===== config.mk =====
export PLATFORM = sky130hd
export DESIGN_NAME = l1_mau
export DESIGN_NICKNAME = d
export VERILOG_FILES = /design/src/verilog/mau_pkg.sv /design/src/verilog/mau_hdr_if.sv /design/src/verilog/mau_tag_if.sv /design/src/verilog/beat_counter.sv /design/src/verilog/l1_mau.sv /design/src/verilog/line_assembler.sv /design/src/verilog/mau_arbiter.sv /design/src/verilog/mau_fifo.sv /design/src/verilog/wb_issue_fsm.sv
export SDC_FILE = /design/constraint.sdc
export NUM_CORES = 1
export LEC_CHECK = 0
export ABC_AREA = 1
export ABC_CLOCK_PERIOD_IN_PS = 3900
export CORE_ASPECT_RATIO = 2
export CORE_MARGIN = 3
export CORE_UTILIZATION = 45
export CTS_BUF_LIST = sky130_fd_sc_hd__clkbuf_4 sky130_fd_sc_hd__clkbuf_8
export CTS_CLUSTER_SIZE = 24
export DETAILED_ROUTE_END_ITERATION = 6
export DONT_BUFFER_PORTS = 1
export GPL_TIMING_DRIVEN = 0
export SYNTH_ARGS = -nofsm -noshare
export SYNTH_HDL_FRONTEND = slang
export SYNTH_HIERARCHICAL = 1
export SYNTH_SLANG_ARGS = --single-unit

===== constraint.sdc =====
create_clock -name wb_clk_i -period 3.9 [get_ports wb_clk_i]
set_clock_uncertainty 0.1 [all_clocks]
set_input_delay 0.585 -clock wb_clk_i [delete_from_list [all_inputs] [get_ports wb_clk_i]]
set_output_delay 0.585 -clock wb_clk_i [all_outputs]
set_load 0.01 [all_outputs]

===== src/verilog/mau_pkg.sv =====
// Memory access unit definitions
package mau_pkg;

	// ----------------------------
	// Widths
	// ----------------------------

	// Byte address, core side and bus side
	typedef logic [31:0]  addr_t;
	// One bus word
	typedef logic [31:0]  data_t;
	typedef logic [3:0]   be_t;
	// One cache line
	typedef logic [127:0] line_t;

	localparam int BEATS_PER_LINE = $bits(line_t) / $bits(data_t);

	// Beats remaining after the current one
	typedef logic [$clog2(BEATS_PER_LINE)-1:0] beat_cnt_t;

	// ----------------------------
	// Buffer depths
	// ----------------------------

	localparam int HDR_DEPTH   = 4;
	localparam int WDATA_DEPTH = 2;
	localparam int TAG_DEPTH   = 4;

	// ----------------------------
	// Encodings
	// ----------------------------

	typedef enum logic {
		PORT_I = 1'b0,
		PORT_D = 1'b1
	} port_e;

	typedef enum logic {
		ISS_IDLE = 1'b0,
		ISS_REQ  = 1'b1
	} issue_state_e;

	typedef enum logic {
		ACK_IDLE = 1'b0,
		ACK_REC  = 1'b1
	} ack_state_e;

endpackage


===== src/verilog/mau_hdr_if.sv =====
// Request head interface
`timescale 1ns/1ps

interface mau_hdr_if
	import mau_pkg::*;
();

	// Head of the header and write-data buffers
	logic  hdr_valid;
	logic  hdr_wr;
	logic  hdr_nc;
	be_t   hdr_be;
	addr_t hdr_addr;
	data_t hdr_wdata;
	// Final beat of the head taken by the bus
	logic  hdr_done;

	modport buffer (
		output hdr_valid, hdr_wr, hdr_nc, hdr_be, hdr_addr, hdr_wdata,
		input  hdr_done
	);

	modport issuer (
		input  hdr_valid, hdr_wr, hdr_nc, hdr_be, hdr_addr, hdr_wdata,
		output hdr_done
	);

endinterface


===== src/verilog/mau_tag_if.sv =====
// Acknowledge tag interface
`timescale 1ns/1ps

interface mau_tag_if
	import mau_pkg::*;
();

	// Pushed in the accept cycle
	logic  tag_push;
	port_e tag_port;
	logic  tag_wr;
	logic  tag_nc;

	// Back from the collector
	logic  tag_full;
	logic  rd_done;
	port_e rd_done_port;

	modport pusher (
		output tag_push, tag_port, tag_wr, tag_nc,
		input  tag_full, rd_done, rd_done_port
	);

	modport collector (
		input  tag_push, tag_port, tag_wr, tag_nc,
		output tag_full, rd_done, rd_done_port
	);

endinterface


===== src/verilog/beat_counter.sv =====
// Beat down counter
`timescale 1ns/1ps

module beat_counter
	import mau_pkg::*;
(
	input  logic      wb_clk_i,
	input  logic      wb_rst_i,
	input  logic      load_i,
	input  beat_cnt_t load_val_i,
	input  logic      dec_i,
	output beat_cnt_t cnt_o,
	output logic      last_o
);

	// Load wins over decrement
	always_ff @(posedge wb_clk_i or posedge wb_rst_i) begin
		if (wb_rst_i) begin
			cnt_o <= '0;
		end else if (load_i) begin
			cnt_o <= load_val_i;
		end else if (dec_i) begin
			cnt_o <= cnt_o - 1'b1;
		end
	end

	assign last_o = (cnt_o == '0);

endmodule


===== src/verilog/l1_mau.sv =====
// L1 memory access unit
`timescale 1ns/1ps

module l1_mau
	import mau_pkg::*;
(
	input  logic  wb_clk_i,
	input  logic  wb_rst_i,

	// Instruction cache
	input  logic  l1i_req_val_i,
	input  addr_t l1i_req_addr_i,
	output logic  l1i_req_ack_o,
	output line_t l1i_ack_data_o,

	// Data cache
	input  logic  l1d_req_val_i,
	input  logic  l1d_req_nc_i,
	input  logic  l1d_req_we_i,
	input  addr_t l1d_req_addr_i,
	input  data_t l1d_req_wdata_i,
	input  be_t   l1d_req_be_i,
	output logic  l1d_req_ack_o,
	output line_t l1d_ack_data_o,
	output logic  l1d_ack_nc_o,
	output logic  l1d_ack_we_o,

	// Wishbone pipelined master
	input  data_t wb_dat_i,
	output data_t wb_dat_o,
	input  logic  wb_ack_i,
	output addr_t wb_adr_o,
	output logic  wb_cyc_o,
	input  logic  wb_stall_i,
	output be_t   wb_sel_o,
	output logic  wb_stb_o,
	output logic  wb_we_o
);

	logic  l1d_rd_ack;
	line_t line;

	mau_hdr_if hdr_if ();
	mau_tag_if tag_if ();

	mau_arbiter i_arbiter (
		.wb_clk_i        (wb_clk_i),
		.wb_rst_i        (wb_rst_i),
		.l1i_req_val_i   (l1i_req_val_i),
		.l1i_req_addr_i  (l1i_req_addr_i),
		.l1i_req_ack_o   (l1i_req_ack_o),
		.l1d_req_val_i   (l1d_req_val_i),
		.l1d_req_nc_i    (l1d_req_nc_i),
		.l1d_req_we_i    (l1d_req_we_i),
		.l1d_req_addr_i  (l1d_req_addr_i),
		.l1d_req_wdata_i (l1d_req_wdata_i),
		.l1d_req_be_i    (l1d_req_be_i),
		.l1d_write_ack_o (l1d_ack_we_o),
		.hdr             (hdr_if.buffer),
		.tag             (tag_if.pusher)
	);

	wb_issue_fsm i_issue (
		.wb_clk_i   (wb_clk_i),
		.wb_rst_i   (wb_rst_i),
		.hdr        (hdr_if.issuer),
		.wb_stall_i (wb_stall_i),
		.wb_stb_o   (wb_stb_o),
		.wb_adr_o   (wb_adr_o),
		.wb_we_o    (wb_we_o),
		.wb_sel_o   (wb_sel_o),
		.wb_dat_o   (wb_dat_o)
	);

	line_assembler i_line (
		.wb_clk_i     (wb_clk_i),
		.wb_rst_i     (wb_rst_i),
		.tag          (tag_if.collector),
		.wb_ack_i     (wb_ack_i),
		.wb_dat_i     (wb_dat_i),
		.wb_cyc_o     (wb_cyc_o),
		.line_o       (line),
		.l1d_rd_ack_o (l1d_rd_ack),
		.l1d_ack_nc_o (l1d_ack_nc_o)
	);

	// Posted write ack or read retire
	assign l1d_req_ack_o  = l1d_ack_we_o | l1d_rd_ack;
	assign l1i_ack_data_o = line;
	assign l1d_ack_data_o = line;

endmodule


===== src/verilog/line_assembler.sv =====
// Acknowledge collector and line builder
`timescale 1ns/1ps

module line_assembler
	import mau_pkg::*;
(
	input  logic         wb_clk_i,
	input  logic         wb_rst_i,
	mau_tag_if.collector tag,
	input  logic         wb_ack_i,
	input  data_t        wb_dat_i,
	output logic         wb_cyc_o,
	output line_t        line_o,
	output logic         l1d_rd_ack_o,
	output logic         l1d_ack_nc_o
);

	logic [$bits(port_e)+1:0] tag_out;
	logic                     tag_empty;
	port_e                    head_port;
	logic                     head_wr;
	logic                     head_nc;
	logic                     head_single;
	ack_state_e               state_r;
	logic                     cnt_last;
	logic                     last_ack;
	logic                     done_r;
	port_e                    done_port_r;
	logic                     done_wr_r;
	logic                     done_nc_r;

	mau_fifo #(
		.WIDTH ($bits(port_e) + 2),
		.DEPTH (TAG_DEPTH)
	) i_tag_buf (
		.wb_clk_i (wb_clk_i),
		.wb_rst_i (wb_rst_i),
		.wr_i     (tag.tag_push),
		.w_data_i ({tag.tag_port, tag.tag_wr, tag.tag_nc}),
		.rd_i     (last_ack),
		.r_data_o (tag_out),
		.empty_o  (tag_empty),
		.full_o   (tag.tag_full)
	);

	assign head_port   = port_e'(tag_out[2]);
	assign head_wr     = tag_out[1];
	assign head_nc     = tag_out[0];
	assign head_single = head_wr | head_nc;

	// ----------------------------
	// Acknowledge tracking
	// ----------------------------

	// Head tag is popped on the last ack, so a back-to-back ack finds its own tag
	assign last_ack = wb_ack_i & ((state_r == ACK_IDLE) ? head_single : cnt_last);

	always_ff @(posedge wb_clk_i or posedge wb_rst_i) begin
		if (wb_rst_i) begin
			state_r <= ACK_IDLE;
		end else if (wb_ack_i) begin
			if (state_r == ACK_IDLE && !head_single)
				state_r <= ACK_REC;
			else if (state_r == ACK_REC && cnt_last)
				state_r <= ACK_IDLE;
		end
	end

	// Counts acks still to come after the next one
	beat_counter i_ack_cnt (
		.wb_clk_i   (wb_clk_i),
		.wb_rst_i   (wb_rst_i),
		.load_i     (wb_ack_i & (state_r == ACK_IDLE) & ~head_single),
		.load_val_i (beat_cnt_t'(BEATS_PER_LINE - 2)),
		.dec_i      (wb_ack_i & (state_r == ACK_REC) & ~cnt_last),
		.cnt_o      (),
		.last_o     (cnt_last)
	);

	// Retire pulse one cycle after the last ack
	always_ff @(posedge wb_clk_i or posedge wb_rst_i) begin
		if (wb_rst_i)
			done_r <= 1'b0;
		else
			done_r <= last_ack;
	end

	always_ff @(posedge wb_clk_i) begin
		if (last_ack) begin
			done_port_r <= head_port;
			done_wr_r   <= head_wr;
			done_nc_r   <= head_nc;
		end
		// Newest word enters at the top
		if (wb_ack_i)
			line_o <= {wb_dat_i, line_o[$bits(line_t)-1:$bits(data_t)]};
	end

	assign tag.rd_done      = done_r & ~done_wr_r;
	assign tag.rd_done_port = done_port_r;
	assign l1d_rd_ack_o     = tag.rd_done & (done_port_r == PORT_D);
	assign l1d_ack_nc_o     = l1d_rd_ack_o & done_nc_r;
	assign wb_cyc_o         = ~tag_empty;

	a_ack_in_cycle: assert property (@(posedge wb_clk_i) disable iff (wb_rst_i)
		wb_ack_i |-> !tag_empty);

endmodule


===== src/verilog/mau_arbiter.sv =====
// Port arbiter and request buffers
`timescale 1ns/1ps

module mau_arbiter
	import mau_pkg::*;
(
	input  logic      wb_clk_i,
	input  logic      wb_rst_i,
	input  logic      l1i_req_val_i,
	input  addr_t     l1i_req_addr_i,
	output logic      l1i_req_ack_o,
	input  logic      l1d_req_val_i,
	input  logic      l1d_req_nc_i,
	input  logic      l1d_req_we_i,
	input  addr_t     l1d_req_addr_i,
	input  data_t     l1d_req_wdata_i,
	input  be_t       l1d_req_be_i,
	output logic      l1d_write_ack_o,
	mau_hdr_if.buffer hdr,
	mau_tag_if.pusher tag
);

	logic                                d_acc;
	logic                                i_acc;
	logic                                req_wr;
	logic                                req_nc;
	be_t                                 req_be;
	addr_t                               req_addr;
	logic [$bits(addr_t)+$bits(be_t)+1:0] hdr_out;
	logic                                hdr_empty;
	logic                                hdr_full;
	logic                                wdat_full;
	logic                                d_rd_out_r;
	logic                                i_rd_out_r;

	// ----------------------------
	// Acceptance
	// ----------------------------

	assign d_acc = l1d_req_val_i & ~hdr_full & ~tag.tag_full & ~d_rd_out_r &
		(~l1d_req_we_i | ~wdat_full);
	// Instruction side only gets the slot when data side is quiet
	assign i_acc = l1i_req_val_i & ~l1d_req_val_i & ~hdr_full & ~tag.tag_full &
		~i_rd_out_r;

	assign req_wr   = d_acc & l1d_req_we_i;
	assign req_nc   = d_acc & l1d_req_nc_i;
	assign req_be   = req_wr ? l1d_req_be_i : '1;
	assign req_addr = d_acc ? l1d_req_addr_i : l1i_req_addr_i;

	// At most one read in flight per port
	always_ff @(posedge wb_clk_i or posedge wb_rst_i) begin
		if (wb_rst_i) begin
			d_rd_out_r <= 1'b0;
			i_rd_out_r <= 1'b0;
		end else begin
			if (tag.rd_done && tag.rd_done_port == PORT_D)
				d_rd_out_r <= 1'b0;
			else if (d_acc && !l1d_req_we_i)
				d_rd_out_r <= 1'b1;
			if (tag.rd_done && tag.rd_done_port == PORT_I)
				i_rd_out_r <= 1'b0;
			else if (i_acc)
				i_rd_out_r <= 1'b1;
		end
	end

	// ----------------------------
	// Buffers
	// ----------------------------

	mau_fifo #(
		.WIDTH ($bits(addr_t) + $bits(be_t) + 2),
		.DEPTH (HDR_DEPTH)
	) i_hdr_buf (
		.wb_clk_i (wb_clk_i),
		.wb_rst_i (wb_rst_i),
		.wr_i     (d_acc | i_acc),
		.w_data_i ({req_wr, req_nc, req_be, req_addr}),
		.rd_i     (hdr.hdr_done),
		.r_data_o (hdr_out),
		.empty_o  (hdr_empty),
		.full_o   (hdr_full)
	);

	mau_fifo #(
		.WIDTH ($bits(data_t)),
		.DEPTH (WDATA_DEPTH)
	) i_wdat_buf (
		.wb_clk_i (wb_clk_i),
		.wb_rst_i (wb_rst_i),
		.wr_i     (req_wr),
		.w_data_i (l1d_req_wdata_i),
		.rd_i     (hdr.hdr_done & hdr.hdr_wr),
		.r_data_o (hdr.hdr_wdata),
		.empty_o  (),
		.full_o   (wdat_full)
	);

	assign hdr.hdr_valid = ~hdr_empty;
	assign {hdr.hdr_wr, hdr.hdr_nc, hdr.hdr_be, hdr.hdr_addr} = hdr_out;

	// Tag goes out together with the header
	assign tag.tag_push = d_acc | i_acc;
	assign tag.tag_port = d_acc ? PORT_D : PORT_I;
	assign tag.tag_wr   = req_wr;
	assign tag.tag_nc   = req_nc;

	// Writes are posted
	assign l1d_write_ack_o = req_wr;
	assign l1i_req_ack_o   = tag.rd_done & (tag.rd_done_port == PORT_I);

endmodule


===== src/verilog/mau_fifo.sv =====
// Synchronous FIFO
`timescale 1ns/1ps

module mau_fifo #(
	parameter int WIDTH = 8,
	parameter int DEPTH = 4
) (
	input  logic             wb_clk_i,
	input  logic             wb_rst_i,
	input  logic             wr_i,
	input  logic [WIDTH-1:0] w_data_i,
	input  logic             rd_i,
	output logic [WIDTH-1:0] r_data_o,
	output logic             empty_o,
	output logic             full_o
);

	// Pointers wrap on their own, depth is a power of two
	logic [WIDTH-1:0]         mem [DEPTH];
	logic [$clog2(DEPTH)-1:0] wr_ptr;
	logic [$clog2(DEPTH)-1:0] rd_ptr;
	logic [$clog2(DEPTH):0]   count;

	always_ff @(posedge wb_clk_i or posedge wb_rst_i) begin
		if (wb_rst_i) begin
			wr_ptr <= '0;
			rd_ptr <= '0;
			count  <= '0;
		end else begin
			if (wr_i)
				wr_ptr <= wr_ptr + 1'b1;
			if (rd_i)
				rd_ptr <= rd_ptr + 1'b1;
			case ({wr_i, rd_i})
				2'b10:   count <= count + 1'b1;
				2'b01:   count <= count - 1'b1;
				default: count <= count;
			endcase
		end
	end

	always_ff @(posedge wb_clk_i) begin
		if (wr_i)
			mem[wr_ptr] <= w_data_i;
	end

	assign r_data_o = mem[rd_ptr];
	assign empty_o  = (count == '0);
	assign full_o   = (count == ($clog2(DEPTH) + 1)'(DEPTH));

	a_no_overflow: assert property (@(posedge wb_clk_i) disable iff (wb_rst_i)
		!(wr_i && full_o));
	a_no_underflow: assert property (@(posedge wb_clk_i) disable iff (wb_rst_i)
		!(rd_i && empty_o));

endmodule


===== src/verilog/wb_issue_fsm.sv =====
// Wishbone request issuer
`timescale 1ns/1ps

module wb_issue_fsm
	import mau_pkg::*;
(
	input  logic      wb_clk_i,
	input  logic      wb_rst_i,
	mau_hdr_if.issuer hdr,
	input  logic      wb_stall_i,
	output logic      wb_stb_o,
	output addr_t     wb_adr_o,
	output logic      wb_we_o,
	output be_t       wb_sel_o,
	output data_t     wb_dat_o
);

	issue_state_e state_r;
	logic         start;
	logic         taken;
	logic         last;
	beat_cnt_t    beat_cnt;

	assign start = (state_r == ISS_IDLE) & hdr.hdr_valid;
	// Beat accepted by the slave
	assign taken = (state_r == ISS_REQ) & ~wb_stall_i;
	assign hdr.hdr_done = taken & last;

	always_ff @(posedge wb_clk_i or posedge wb_rst_i) begin
		if (wb_rst_i) begin
			state_r <= ISS_IDLE;
		end else begin
			case (state_r)
				ISS_IDLE: begin
					if (hdr.hdr_valid)
						state_r <= ISS_REQ;
				end
				ISS_REQ: begin
					if (taken && last)
						state_r <= ISS_IDLE;
				end
				default: state_r <= ISS_IDLE;
			endcase
		end
	end

	beat_counter i_beat_cnt (
		.wb_clk_i   (wb_clk_i),
		.wb_rst_i   (wb_rst_i),
		.load_i     (start),
		.load_val_i ((hdr.hdr_wr | hdr.hdr_nc) ? '0 : beat_cnt_t'(BEATS_PER_LINE - 1)),
		.dec_i      (taken & ~last),
		.cnt_o      (beat_cnt),
		.last_o     (last)
	);

	// Word address walks through the line
	always_ff @(posedge wb_clk_i) begin
		if (start)
			wb_adr_o <= hdr.hdr_addr;
		else if (taken)
			wb_adr_o <= wb_adr_o + addr_t'($bits(data_t) / 8);
	end

	assign wb_stb_o = (state_r == ISS_REQ);
	assign wb_we_o  = hdr.hdr_wr;
	assign wb_sel_o = hdr.hdr_be;
	assign wb_dat_o = hdr.hdr_wdata;

	a_stall_hold: assert property (@(posedge wb_clk_i) disable iff (wb_rst_i)
		wb_stb_o && wb_stall_i |=> $stable(wb_adr_o));
	// Line reads start on a line boundary
	a_line_offset: assert property (@(posedge wb_clk_i) disable iff (wb_rst_i)
		wb_stb_o && !hdr.hdr_wr && !hdr.hdr_nc |-> wb_adr_o[3:2] == ~beat_cnt);

endmodule

## Yosys cells after proc, flatten, opt, wreduce, memory -nomap -nowiden

Memories as Yosys holds them, arrays and structs flattened.
Index checks and enable logic that the tools add are counted.

- Logic and storage cells: 143
- Memories kept: 3
- Memory bits (writable): 228
- Bits in registers: 190
- Input port bits: 140
- Output and inout port bits: 331

Memory list:

| name | words | bits a word | rd ports | clocked after Yosys merged registers in | wr ports | line | text |
|---|---|---|---|---|---|---|---|
| i_arbiter.i_hdr_buf.mem | 4 | 38 | 1 | 0 | 1 | mau_fifo.sv:19 | `logic [WIDTH-1:0] mem [DEPTH];` |
| i_arbiter.i_wdat_buf.mem | 2 | 32 | 1 | 0 | 1 | mau_fifo.sv:19 |  |
| i_line.i_tag_buf.mem | 4 | 3 | 1 | 0 | 1 | mau_fifo.sv:19 |  |

- Reduce and logical (&&, ||, !) cells: 22
- Add/subtract/negate cells: 15
- Bitwise operators: 46
- Equal/unequal tests: 9
- Multiplexer cells: 27

Operators by type and width:

| cell | number |
|---|---|
| two-way mux 32 bit | 3 |
| adder 32 x 3 -> 32 bit (second input constant) | 1 |
| bitwise AND 1 bit | 24 |
| nonzero test 2 bit | 9 |
| NOT 1 bit | 17 |
| two-way mux 1 bit | 14 |
| one-hot mux 3 bit (2 select lines) | 2 |
| adder 2 x 1 -> 2 bit (second input constant) | 5 |
| two-way mux 2 bit | 5 |
| == test 2 bit (second input constant) | 4 |
| adder 3 x 1 -> 3 bit (second input constant) | 2 |
| == test 2 x 1 -> 1 bit (second input constant) | 3 |
| == test 3 bit (second input constant) | 2 |
| logical AND 1 bit | 6 |
| logical NOT 3 bit | 2 |
| subtractor 2 x 1 -> 2 bit (second input constant) | 3 |
| subtractor 3 x 1 -> 3 bit (second input constant) | 2 |
| OR 1 bit | 5 |
| logical NOT 2 bit | 2 |
| two-way mux 4 bit | 1 |
| one-hot mux 2 bit (2 select lines) | 1 |
| adder 1 bit (second input constant) | 2 |
| logical NOT 1 bit | 2 |
| one-hot mux 1 bit (2 select lines) | 1 |
| AND reduction 2 bit | 1 |

## Depth between registers and ports, before layout

Gate-level depths: netlist of the first run.

- Depth in word-level cells: 9
- Depth in mapped cells: 17
- Gate-level depth less buffers: 16

## Cells and area by module

Netlist of the first run, hierarchy kept.

Modules (own cells, without submodules):

| module | cells each | times used | seq. area each (µm²) | area an instance (µm²) |
|---|---|---|---|---|
| mau_fifo at i_arbiter.i_hdr_buf | 493 | 1 | 4739.5 | 6603.8 |
| line_assembler | 160 | 1 | 3983.8 | 4090.2 |
| mau_fifo at i_arbiter.i_wdat_buf | 192 | 1 | 2021.9 | 2708.8 |
| wb_issue_fsm | 353 | 1 | 985.9 | 2529.9 |
| mau_arbiter | 176 | 1 | 50.0 | 980.9 |
| l1_mau | 131 | 1 | 0.0 | 972.2 |
| mau_fifo at i_line.i_tag_buf | 84 | 1 | 535.5 | 899.6 |
| beat_counter | 19 | 2 | 50.0 | 126.4 |

## Worst setup path after synthesis of the first run

No wires, ideal clock.

- Path type: input-to-reg
- From: input l1d_req_we_i
- To: memory i_arbiter/i_wdat_buf/mem[0][0] (netlist name) (enable)
- Setup slack: 0.492 ns
- Stages on the path: 7
- Library setup time: 0.421 ns
- Path buffers: 0
- Required time: 3.379 ns
- Arrival: 2.887 ns
- Cells stage by stage: nand2_1 nand2_4 inv_2 nand2_1 nor2_1 inv_1 nor2_1

- Cells in the longest elaborated chain, start to end: 6

RTL lines:

| what | line | text |
|---|---|---|
| start: declaration | l1_mau.sv:19 | `input logic l1d_req_we_i,` |
| NOT 1 bit | mau_arbiter.sv:41 | `(~l1d_req_we_i \| ~wdat_full);` |
| OR 1 bit | mau_arbiter.sv:41 |  |
| bitwise AND 1 bit | mau_arbiter.sv:40 | `assign d_acc = l1d_req_val_i & ~hdr_full & ~tag.tag_full & ~d_rd_out_r &` |
| bitwise AND 1 bit * | mau_arbiter.sv:46 | `assign req_wr = d_acc & l1d_req_we_i;` |
| via l1d_ack_we_o | l1_mau.sv:26 | `output logic l1d_ack_we_o,` |
| two-way mux 1 bit * | mau_fifo.sv:43 | `if (wr_i)` |
| two-way mux 1 bit (not written as such) * | mau_fifo.sv:44 | `mem[wr_ptr] <= w_data_i;` |
| end: declaration | mau_fifo.sv:19 |  |

The timed path passes the listed nets; every way through them passes the cells marked *.

## Final worst setup path of the first run

- From: register i_arbiter.i_wdat_buf.count[0]
- To: output l1d_req_ack_o

- Cells in the longest elaborated chain, start to end: 6

RTL lines:

| what | line | text |
|---|---|---|
| start: declaration | mau_fifo.sv:22 | `logic [$clog2(DEPTH):0] count;` |
| start signal: assignment | mau_fifo.sv:35 | `2'b10: count <= count + 1'b1;` |
| start signal: assignment | mau_fifo.sv:36 | `2'b01: count <= count - 1'b1;` |
| start signal: assignment | mau_fifo.sv:37 | `default: count <= count;` |
| == test 2 bit | mau_fifo.sv:49 | `assign full_o = (count == ($clog2(DEPTH) + 1)'(DEPTH));` |
| via i_arbiter.wdat_full | mau_arbiter.sv:32 | `logic wdat_full;` |
| NOT 1 bit | mau_arbiter.sv:41 |  |
| OR 1 bit | mau_arbiter.sv:41 |  |
| bitwise AND 1 bit | mau_arbiter.sv:40 |  |
| bitwise AND 1 bit | mau_arbiter.sv:46 |  |
| via l1d_ack_we_o | l1_mau.sv:26 |  |
| OR 1 bit | l1_mau.sv:88 | `assign l1d_req_ack_o = l1d_ack_we_o \| l1d_rd_ack;` |
| end: declaration | l1_mau.sv:23 | `output logic l1d_req_ack_o,` |

The timed path passes the listed nets, and every way through them passes these cells.

==> results of run 1 <==
-- power groups by stage --
stage	Clock [uW]	Combinational [uW]	Sequential (uW)
6_report	3780	4870	6690
5_1_grt	4080	5390	6770
4_1_cts	3900	4950	6700
3_5_place_dp	0	4840	6790
3_3_place_gp	0	4670	6780
2_1_floorplan	0	3540	6470
-- worst max path at each step --
stage	slack, ns	cells past startpoint	to
after CTS	0.10	9	i_arbiter/i_wdat_buf/mem[1][10]
after detailed placement	0.11	7	i_arbiter/i_wdat_buf/mem[1][30]
after floorplan	0.49	7	i_arbiter/i_wdat_buf/mem[0][0]
after global placement	-1.17	7	i_arbiter/i_wdat_buf/mem[0][3]
final	0.27	8	l1d_req_ack_o
after global routing	0.05	9	l1d_req_ack_o
-- sequential cells by signal, summed over array words and instances (netlist names), 2 cells and up --
name	count
i_arbiter/i_hdr_buf/wr_ptr	2
i_line/i_ack_cnt/cnt_o	2
i_arbiter/i_hdr_buf/rd_ptr	2
i_arbiter/i_hdr_buf/count	3
i_line/line_o	128
i_arbiter/i_wdat_buf/mem	64
i_issue/i_beat_cnt/cnt_o	2
i_arbiter/i_hdr_buf/mem	152
i_issue/wb_adr_o	32
i_line/i_tag_buf/count	3
i_line/i_tag_buf/wr_ptr	2
i_line/i_tag_buf/mem	12
i_line/i_tag_buf/rd_ptr	2
i_arbiter/i_wdat_buf/count	2
-- worst max-delay path, cell delays in order (launching register included) --
cell and delay [ns]:
sky130_fd_sc_hd__dfrtp_1 0.40, sky130_fd_sc_hd__nor2_1 0.12, sky130_fd_sc_hd__nand2_1 0.11, sky130_fd_sc_hd__nand2_4 0.12, sky130_fd_sc_hd__inv_2 0.23, sky130_fd_sc_hd__nand2_1 0.13, sky130_fd_sc_hd__nor2_1 0.94, sky130_fd_sc_hd__inv_1 0.09
sky130_fd_sc_hd__nand2_1 0.16
-- through the flow --
step	cells	setup slack, ns	area (um2)	power (uW)
finish	2348	0.272	21900	15300
global route	2348	0.0499	21900	16200
CTS	2346	0.104	21800	15600
detailed placement	2171	0.106	19800	11600
global placement	2166	-1.17	19700	11500
floorplan	1626	0.492	19000	10000
-- cell type report --
cell class / count / area (um2) / area share
timing repair buffer: 74 / 826 / 0.0378
buffer: 219 / 1680 / 0.0770
multi-input combinational: 742 / 4020 / 0.184
tap: 540 / 676 / 0.0309
clock buffer: 85 / 1050 / 0.0480
clock inverter: 22 / 274 / 0.0125
sequential: 418 / 12400 / 0.568
antenna: 1 / 2.50 / 0.000114
inverter: 247 / 927 / 0.0424
-- cell usage in the layout, fill, tap and decap left out, drive strengths merged, types with 14 or more instances in the layout --
cell           n
dlygate4sd3   67
dfrtp         27
o21bai        33
nand2        379
ha            14
o211ai        82
clkinv        14
nand3         74
edfxtp       391
buf          224
clkbuf        87
nor2          66
inv          247
o21ai         50
-- repair_timing --
item | in CTS | in global routing
hold buffers | 68 | 0
setup buffers | 0 | 0
hold endpoints to repair | 252 | 0
-- layer usage --
layer | share of wire | vias up | track usage | wire length [um]
met5 | 0 | - | 0 | 0
met3 | 0.075 | 123 | 0.0467 | 3810
met2 | 0.54 | 490 | 0.411 | 27300
met1 | 0.33 | 5675 | 0.215 | 16600
li1 | - | 5495 | - | -
met4 | 0.060 | 0 | 0.120 | 3050
==> out/metrics.csv, run 1 <==
metric;value;unit
outcome;complete, no violations;
post-cts sizing count;0;
Highest Clock Rate;276;MHz
Min Clock Period, post-route;3.63;ns
number of antenna violations at the first check in global routing;1;
biggest fanout along the worst timing path;10;
pin count of the biggest net entering global routing;129;
floorplan core area;0.0418;mm2
number of nets still failing antenna checks after routing;0;
R2R Setup Slk;0.65;ns
critical path launch point;i_arbiter/i_wdat_buf/count[0];
first-pass GRT wire length;73400;um
DR iter-0 viols;696;
unrepaired setup endpoints after global routing;no;
final standard cell utilization of the core;0.524;
share of layout cells above drive strength 1;0.230;
Mean Syn Cell Area;11.7;um2
synthesized netlist net count;1782;
hold crit path type;input pin to flop;
category of the critical setup timing path;flop to output pin;
die extent in y;297;um
initial standard-cell utilization of the core;0.456;
cell depth of the worst flop-to-flop path;9;
final weighted congestion in routability-driven placement;0.940;
number of maximum-capacitance constraint violations;0;
via count of the first global-routing pass;12200;
Area Growth Syn to Fin;14.9;%
clock network fraction of total power;0.246;
vias after detailed routing;11800;
combinational share of power;0.318;
standard-cell row count;106;
Clock Pin Slew Worst Setup and Hold Paths;0.07;ns
maximum buffer depth of the clock tree;3;
Switch Pwr;5560;uW
Leakage;0.00909;uW
setup violators final;0;
instance count of the mapped netlist;1626;
global-route total usage across every layer;0.219;
Hold Fails Final Rpt;0;
number of buffers added by the clock tree synthesis step;58;
highest ir drop seen on vdd;0.448;mV
max_slew headroom;0.180;
Yosys warnings;6;
total count of max-transition violations in the final report;0;
first-pass iteration count of the detailed router;5;
WHS Path Cells;2;
Port Buf Inserts;0;
clock latency of the later-clocked register in the worst-skew pair;0.62;ns
worst-margin pin slew;1.22;ns
final routed wirelength across all metal layers;50800;um
reg-to-reg startpoint;i_arbiter/i_wdat_buf/count[0];
GRT overflow;0;
final setup TNS;0;ns
hold path start;l1i_req_val_i;
Avg WL per Cell;21.6;um
post-route fraction of the period consumed by the critical path;0.930;
internal portion of total power;9780;uW
endpoint of the worst-slack reg-to-reg timing path;i_arbiter/i_wdat_buf/mem[1][1];
via density per instance;5.02;
Final Net Count;1916;
Hold Slack;0.0543;ns
number of remaining DRC errors;0;
sequential fraction of design power;0.436;
clock tree from TritonCTS;done;
Startpoint Class;flop;
deepest level of the CTS H-tree;2;
post-synthesis instance area;0.0190;mm2
WHS Endpoint;i_arbiter/i_rd_out_r;
number of sinks on the clock net;418;
num ports;471;
CP arrival;2.94;ns
critical path endpoint category;output pin;
root buf cell;sky130_fd_sc_hd__clkbuf_8;
die width;151;um
fill cell total of the finished layout;3524;
switching share of total power;0.362;
critical path data required time;3.21;ns
power per cell area;701;mW/mm2
dpl hpwl;38100;um
die area;0.0450;mm2
Note: power is estimated with default switching activity, not from simulation.
==> run 2, diff against run 1 <==
PLACE_DENSITY_LB_ADDON = 0.05   (was default)
==> run 2 against run 1 <==
- final cell count grew 0.30%
- combinational power barely moved
- sequential power about the same
- design area decreased by 0.45%
- wire length increased by 2.4%
- sequential share of layout area increased by 0.26 points
- first-iteration DRC count fell by 13%
- count of clock-buffer cells in the layout fell by 7
- register-to-register slack worse by 0.13 ns
- die area stayed put
- sequential cell count is the same
- critical path type unchanged
- largest cell class unchanged
- largest power group unchanged
==> out/metrics.csv, run 2 (synthesis gave the netlist of run 1 again) <==
metric;value;unit
most frequent CP cell;sky130_fd_sc_hd__nand2_1;
Clock Pin Slew Worst Setup and Hold Paths;0.06;ns
total count of max-transition violations in the final report;0;
pin count of the biggest net entering global routing;96;
num ports;471;
Critical Path Max Stage Delay;1.03;ns
biggest fanout along the worst timing path;10;
Avg WL per Cell;22.1;um
final routed wirelength across all metal layers;52000;um
registers with the most flip-flops;i_arbiter/i_hdr_buf/mem: 152 flops, i_line/line_o: 128 flops, i_arbiter/i_wdat_buf/mem: 64 flops;
number of sinks on the clock net;418;
top library cells by usage in the layout, fill and taps aside;sky130_fd_sc_hd__edfxtp_1 (391), sky130_fd_sc_hd__nand2_1 (372), sky130_fd_sc_hd__inv_1 (235), sky130_fd_sc_hd__buf_4 (176), sky130_fd_sc_hd__nand3_1 (74);
power per cell area;689;mW/mm2
share of layout cells above drive strength 1;0.225;
hold crit path type;input pin to flop;
floorplan core area;0.0418;mm2
outcome;complete, no violations;
Startpoint Class;flop;
via count of the first global-routing pass;12100;
final std cell area, no fill;0.0218;mm2
number of flip-flops under the largest register name;152;
Area Growth Syn to Fin;14.4;%
critical path data required time;3.21;ns
Hold Fails Final Rpt;0;
cell class contributing the biggest share of worst-path delay;simple AND/OR/NAND/NOR gates;
root buf cell;sky130_fd_sc_hd__clkbuf_8;
worst slack, placed;0.483;ns
initial standard-cell utilization of the core;0.456;
setup violators final;0;
Highest Clock Rate;272;MHz
CP arrival;2.99;ns
number of nets still failing antenna checks after routing;0;
Crit path buffers/inverters;2;
clock tree from TritonCTS;done;
die width;151;um
first-pass GRT wire length;75600;um
crit path setup slack, layout;0.228;ns
Top reg by flops;i_arbiter/i_hdr_buf/mem;
number of remaining DRC errors;0;
dpl hpwl;38500;um
Final Net Count;1921;
max_slew headroom;0.0860;
via density per instance;4.99;
Min Clock Period, post-route;3.67;ns
critical path endpoint category;output pin;
highest ir drop seen on vdd;0.427;mV
post-route fraction of the period consumed by the critical path;0.941;
standard-cell row count;106;
final weighted congestion in routability-driven placement;0.926;
Max stage delay cell, worst path;sky130_fd_sc_hd__nor2_1;
clock latency of the later-clocked register in the worst-skew pair;0.64;ns
number of antenna violations at the first check in global routing;2;
commonest non-fill, non-tap cell in the layout;sky130_fd_sc_hd__edfxtp_1;
GRT overflow;0;
Leakage;0.00903;uW
unrepaired setup endpoints after global routing;no;
DR iter-0 viols;604;
total cell area at the placement stage;0.0199;mm2
Port Buf Inserts;0;
number of buffers added by the clock tree synthesis step;60;
first-pass iteration count of the detailed router;5;
number of maximum-capacitance constraint violations;0;
worst-margin pin slew;1.37;ns
die area;0.0450;mm2
die extent in y;297;um
final standard cell utilization of the core;0.521;
deepest level of the CTS H-tree;2;
global-route total usage across every layer;0.226;
buffers inserted by post-CTS timing repair;0;
list of cells traversed by the critical path;nor2_1 > nand2_1 > nand2_4 > inv_2 > nand2_1 > nor2_1 > inv_1 > nand2_1;
category of the critical setup timing path;flop to output pin;
fill cell total of the finished layout;3682;
maximum buffer depth of the clock tree;3;
vias after detailed routing;11800;
==> run 2: repair_timing <==
item,in CTS,in global routing
gates resized for setup,0,0
hold buffers,70,0
endpoints found under the hold margin,220,0
==> run 2: metal layers <==
layer	track usage	part of all wire
met4	0.0994	0.045
met5	0	0
met3	0.0488	0.069
met2	0.429	0.55
met1	0.228	0.33
==> run 2: worst register-to-register path, cell delays in order, from the launching register on <==
cell	delay, ns
sky130_fd_sc_hd__dfrtp_1	0.42
sky130_fd_sc_hd__nor2_1	0.12
sky130_fd_sc_hd__nand2_1	0.12
sky130_fd_sc_hd__nand2_4	0.11
sky130_fd_sc_hd__inv_2	0.18
sky130_fd_sc_hd__nand2_1	0.12
sky130_fd_sc_hd__nor2_1	1.03
sky130_fd_sc_hd__nand2_1	0.12
sky130_fd_sc_hd__inv_1	0.49
sky130_fd_sc_hd__buf_16	0.26
==> run 2: power by group <==
group / switching (uW) / internal (uW) / total, uW
clock: 1680 / 1750 / 3430
combinational: 3110 / 1780 / 4890
sequential: 788 / 5890 / 6680
total: 5580 / 9420 / 15000
==> run 2: layout make-up <==
| cell class | instances | area (um2) | share of cell area |
|---|---|---|---|
| clock buffer | 78 | 961 | 0.0441 |
| inverter | 247 | 927 | 0.0426 |
| buffer | 219 | 1680 | 0.0773 |
| multi-input combinational | 742 | 4010 | 0.184 |
| tap | 540 | 676 | 0.0310 |
| antenna | 2 | 5.00 | 0.000230 |
| clock inverter | 32 | 208 | 0.00954 |
| timing repair buffer | 77 | 883 | 0.0406 |
| sequential | 418 | 12400 | 0.570 |
==> run 2: through the flow <==
| step | hold slack, ns | power, uW | instances | setup TNS (ns) |
|---|---|---|---|---|
| 5_1_grt | 0.0678 | 16000 | 2355 | 0 |
| 3_5_place_dp | 0.224 | 11700 | 2173 | 0 |
| 4_1_cts | 0.0159 | 15200 | 2353 | 0 |
| 3_3_place_gp | 0.222 | 11500 | 2166 | -41.84 |
| 2_1_floorplan | 0.214 | 10000 | 1626 | 0 |
| 6_report | 0.0715 | 15000 | 2355 | 0 |
==> run 2: final timing paths <==
kind                            depth (start not counted)                         endpoint                     startpoint  slack [ns]
worst min-delay path                                    4                   i_line/state_r                       wb_ack_i        0.07
min in group asynchronous                               2                 i_issue/wb_stb_o                       wb_rst_i        0.37
worst min register to register                          2    i_arbiter/i_wdat_buf/count[1]  i_arbiter/i_wdat_buf/count[1]        0.38
worst max-delay path                                    8                    l1d_req_ack_o  i_arbiter/i_wdat_buf/count[0]        0.23
max in group asynchronous                               2    i_arbiter/i_hdr_buf/rd_ptr[1]                       wb_rst_i        2.90
worst max register to register                          9  i_arbiter/i_wdat_buf/mem[1][28]  i_arbiter/i_wdat_buf/count[0]        0.52
==> run 3, diff against run 2 <==
PLACE_DENSITY = 0.66   (was default)
PLACE_DENSITY_LB_ADDON = default   (was 0.05)
REMOVE_ABC_BUFFERS = 1   (was default)
==> run 3 against run 2 <==
- register-to-register slack got worse by 0.15 ns
- non-clock buffer count is 219 lower
- sequential cell count unchanged
- final cell count shrank 9.0%
- via count shrank 6.8%
- sequential share of layout area up 4.5 points
- utilization down 3.8 points
- design area decreased by 7.3%
- worst setup slack improved by 0.049 ns
- first-iteration DRC count is 0.33% lower
- critical endpoint unchanged
==> out/metrics.csv, run 3 (synthesis gave the netlist of run 1 again) <==
metric;value;unit
Switch Pwr;5230;uW
endpoint of the worst-slack reg-to-reg timing path;i_arbiter/i_wdat_buf/mem[0][7];
Critical Path Max Stage Delay;0.54;ns
share of layout cells above drive strength 1;0.125;
unrepaired setup endpoints after global routing;no;
clock tree from TritonCTS;done;
Max stage delay cell, worst path;sky130_fd_sc_hd__inv_4;
registers with the most flip-flops;i_arbiter/i_hdr_buf/mem: 152 flops, i_line/line_o: 128 flops, i_arbiter/i_wdat_buf/mem: 64 flops;
final routed wirelength across all metal layers;48700;um
most frequent CP cell;sky130_fd_sc_hd__nand2_1;
Crit path buffers/inverters;3;
list of cells traversed by the critical path;inv_1 > nor2_1 > nand2_1 > nand2_4 > inv_4 > nand2_1 > nor2_4 > inv_1 > nand2_1;
deepest level of the CTS H-tree;2;
hold crit path type;input pin to flop;
Clock Pin Slew Worst Setup and Hold Paths;0.06;ns
clock latency of the later-clocked register in the worst-skew pair;0.63;ns
Avg WL per Cell;22.7;um
standard-cell row count;106;
DR WL met2;26400;um
Top Metal Used;met5;
fill cell total of the finished layout;3650;
final weighted congestion in routability-driven placement;0.876;
highest ir drop seen on vdd;0.416;mV
commonest non-fill, non-tap cell in the layout;sky130_fd_sc_hd__edfxtp_1;
power per cell area;704;mW/mm2
routed wire length on met3;4700;um
number of nets still failing antenna checks after routing;0;
via count of the first global-routing pass;11300;
category of the critical setup timing path;flop to output pin;
buffers inserted by post-CTS timing repair;0;
clock network fraction of total power;0.245;
Hold Fails Final Rpt;0;
number of buffers added by the clock tree synthesis step;58;
cell class contributing the biggest share of worst-path delay;simple AND/OR/NAND/NOR gates;
first-pass iteration count of the detailed router;5;
initial standard-cell utilization of the core;0.456;
vias after detailed routing;11000;
cell depth of the worst flop-to-flop path;9;
Final Net Count;1701;
Leakage;0.00799;uW
R2R Setup Slk;0.37;ns
critical path endpoint category;output pin;
maximum buffer depth of the clock tree;3;
top library cells by usage in the layout, fill and taps aside;sky130_fd_sc_hd__edfxtp_1 (391), sky130_fd_sc_hd__nand2_1 (372), sky130_fd_sc_hd__inv_1 (234), sky130_fd_sc_hd__nand3_1 (74), sky130_fd_sc_hd__dlygate4sd3_1 (66);
Highest Clock Rate;276;MHz
sequential fraction of design power;0.485;
number of flip-flops under the largest register name;152;
number of sinks on the clock net;418;
post-route fraction of the period consumed by the critical path;0.929;
pin count of the biggest net entering global routing;129;
combinational share of power;0.269;
DR iter-0 viols;602;
total count of max-transition violations in the final report;0;
CP arrival;2.94;ns
Min Clock Period, post-route;3.62;ns
num ports;471;
via density per instance;5.11;
Top reg by flops;i_arbiter/i_hdr_buf/mem;
worst-margin pin slew;1.29;ns
root buf cell;sky130_fd_sc_hd__clkbuf_8;
setup violators final;0;
total cell area at the placement stage;0.0183;mm2
final std cell area, no fill;0.0202;mm2
Area Growth Syn to Fin;6.09;%
die area;0.0450;mm2
floorplan core area;0.0418;mm2
reg-to-reg startpoint;i_arbiter/i_wdat_buf/count[1];
internal portion of total power;8980;uW
number of remaining DRC errors;0;
number of antenna violations at the first check in global routing;11;
biggest fanout along the worst timing path;34;
met1 WL;15700;um
critical path launch point;i_arbiter/i_wdat_buf/count[1];
first-pass GRT wire length;70300;um
Critical Path Stages;9;
GRT overflow;0;
die width;151;um
global-route total usage across every layer;0.212;
final setup TNS;0;ns
worst setup path endpoint;l1d_req_ack_o;
outcome;complete, no violations;
number of maximum-capacitance constraint violations;0;
Startpoint Class;flop;
Port Buf Inserts;0;
critical path data required time;3.21;ns
die extent in y;297;um
switching share of total power;0.368;
dpl hpwl;33400;um
max_slew headroom;0.139;
## run 3: cell types whose count changed in the layout (fill, tap and decap cells not counted), moves of 3 or more
| cell | previous run | this run |
|---|---|---|
| sky130_fd_sc_hd__clkinv_1 | 17 | 14 |
| sky130_fd_sc_hd__clkinv_2 | 9 | 14 |
| sky130_fd_sc_hd__bufinv_16 | 2 | 5 |
| sky130_fd_sc_hd__buf_2 | 20 | 0 |
| sky130_fd_sc_hd__buf_4 | 176 | 1 |
| sky130_fd_sc_hd__buf_6 | 16 | 0 |
| sky130_fd_sc_hd__dfrtp_1 | 27 | 24 |
| sky130_fd_sc_hd__clkbuf_4 | 18 | 11 |
| sky130_fd_sc_hd__diode_2 | 2 | 13 |
| sky130_fd_sc_hd__buf_8 | 5 | 0 |
## run 3: worst min-delay path by stage
stage | depth (start not counted) | end | slack [ns] | from
6_report | 2 | i_arbiter/i_rd_out_r | 0.05 | l1i_req_val_i
5_1_grt | 2 | i_arbiter/i_rd_out_r | 0.02 | l1i_req_val_i
4_1_cts | 2 | i_arbiter/i_rd_out_r | 0.001 | l1i_req_val_i
3_5_place_dp | 1 | i_issue/wb_stb_o | 0.22 | wb_rst_i
3_3_place_gp | 1 | i_issue/wb_stb_o | 0.22 | wb_rst_i
2_1_floorplan | 1 | i_issue/wb_stb_o | 0.21 | wb_rst_i
## run 3: per-stage QoR
step	hold WS (ns)	cells	setup slack, ns	util	total power (uW)
after floorplan	0.214	1407	-0.415	-	9300
after global placement	0.218	1947	-3.29	0.431	10500
after detailed placement	0.218	1957	-0.778	0.437	10700
after CTS	0.00101	2130	0.0467	0.483	14400
after global routing	0.0242	2131	0.0232	0.483	15100
final	0.0544	2143	0.277	0.483	14200
## run 3: routing by layer
layer,GRT usage,vias to the layer above
li1,-,5084
met1,0.212,5181
met2,0.396,559
met3,0.0724,127
met4,0.0765,4
met5,0,-
## run 3: final cells by class
class	instances	area (um2)	share of cell area
Sequential cell	418	12400	0.615
Multi-Input combinational cell	743	4040	0.200
Inverter	247	933	0.0462
Timing Repair Buffer	77	898	0.0445
Clock buffer	70	895	0.0443
Tap cell	540	676	0.0335
Clock inverter	35	300	0.0149
Antenna cell	13	32.5	0.00161
## run 3: worst register-to-register path, delay by kind of cell (launching register included)
family,cells,cell delay [ns]
AND/OR/NAND/NOR,6,1.84
flip-flops,1,0.39
buffers and inverters,3,0.82
## run 3: power groups by stage
stage                     sequential [uW]  combinational [uW]  clock (uW)
after floorplan                      6830                2480           0
after global placement               7180                3280           0
after detailed placement             6990                3740           0
after CTS                            6900                3900        3610
after global routing                 7000                4330        3790
final                                6900                3830        3490
## run 3: timing repair
item | 4_1_cts | 5_1_grt
endpoints found under the hold margin | 251 | 0
resized for setup | 4 | 0
setup endpoints to repair | 68 | 0
hold buffers | 67 | 0
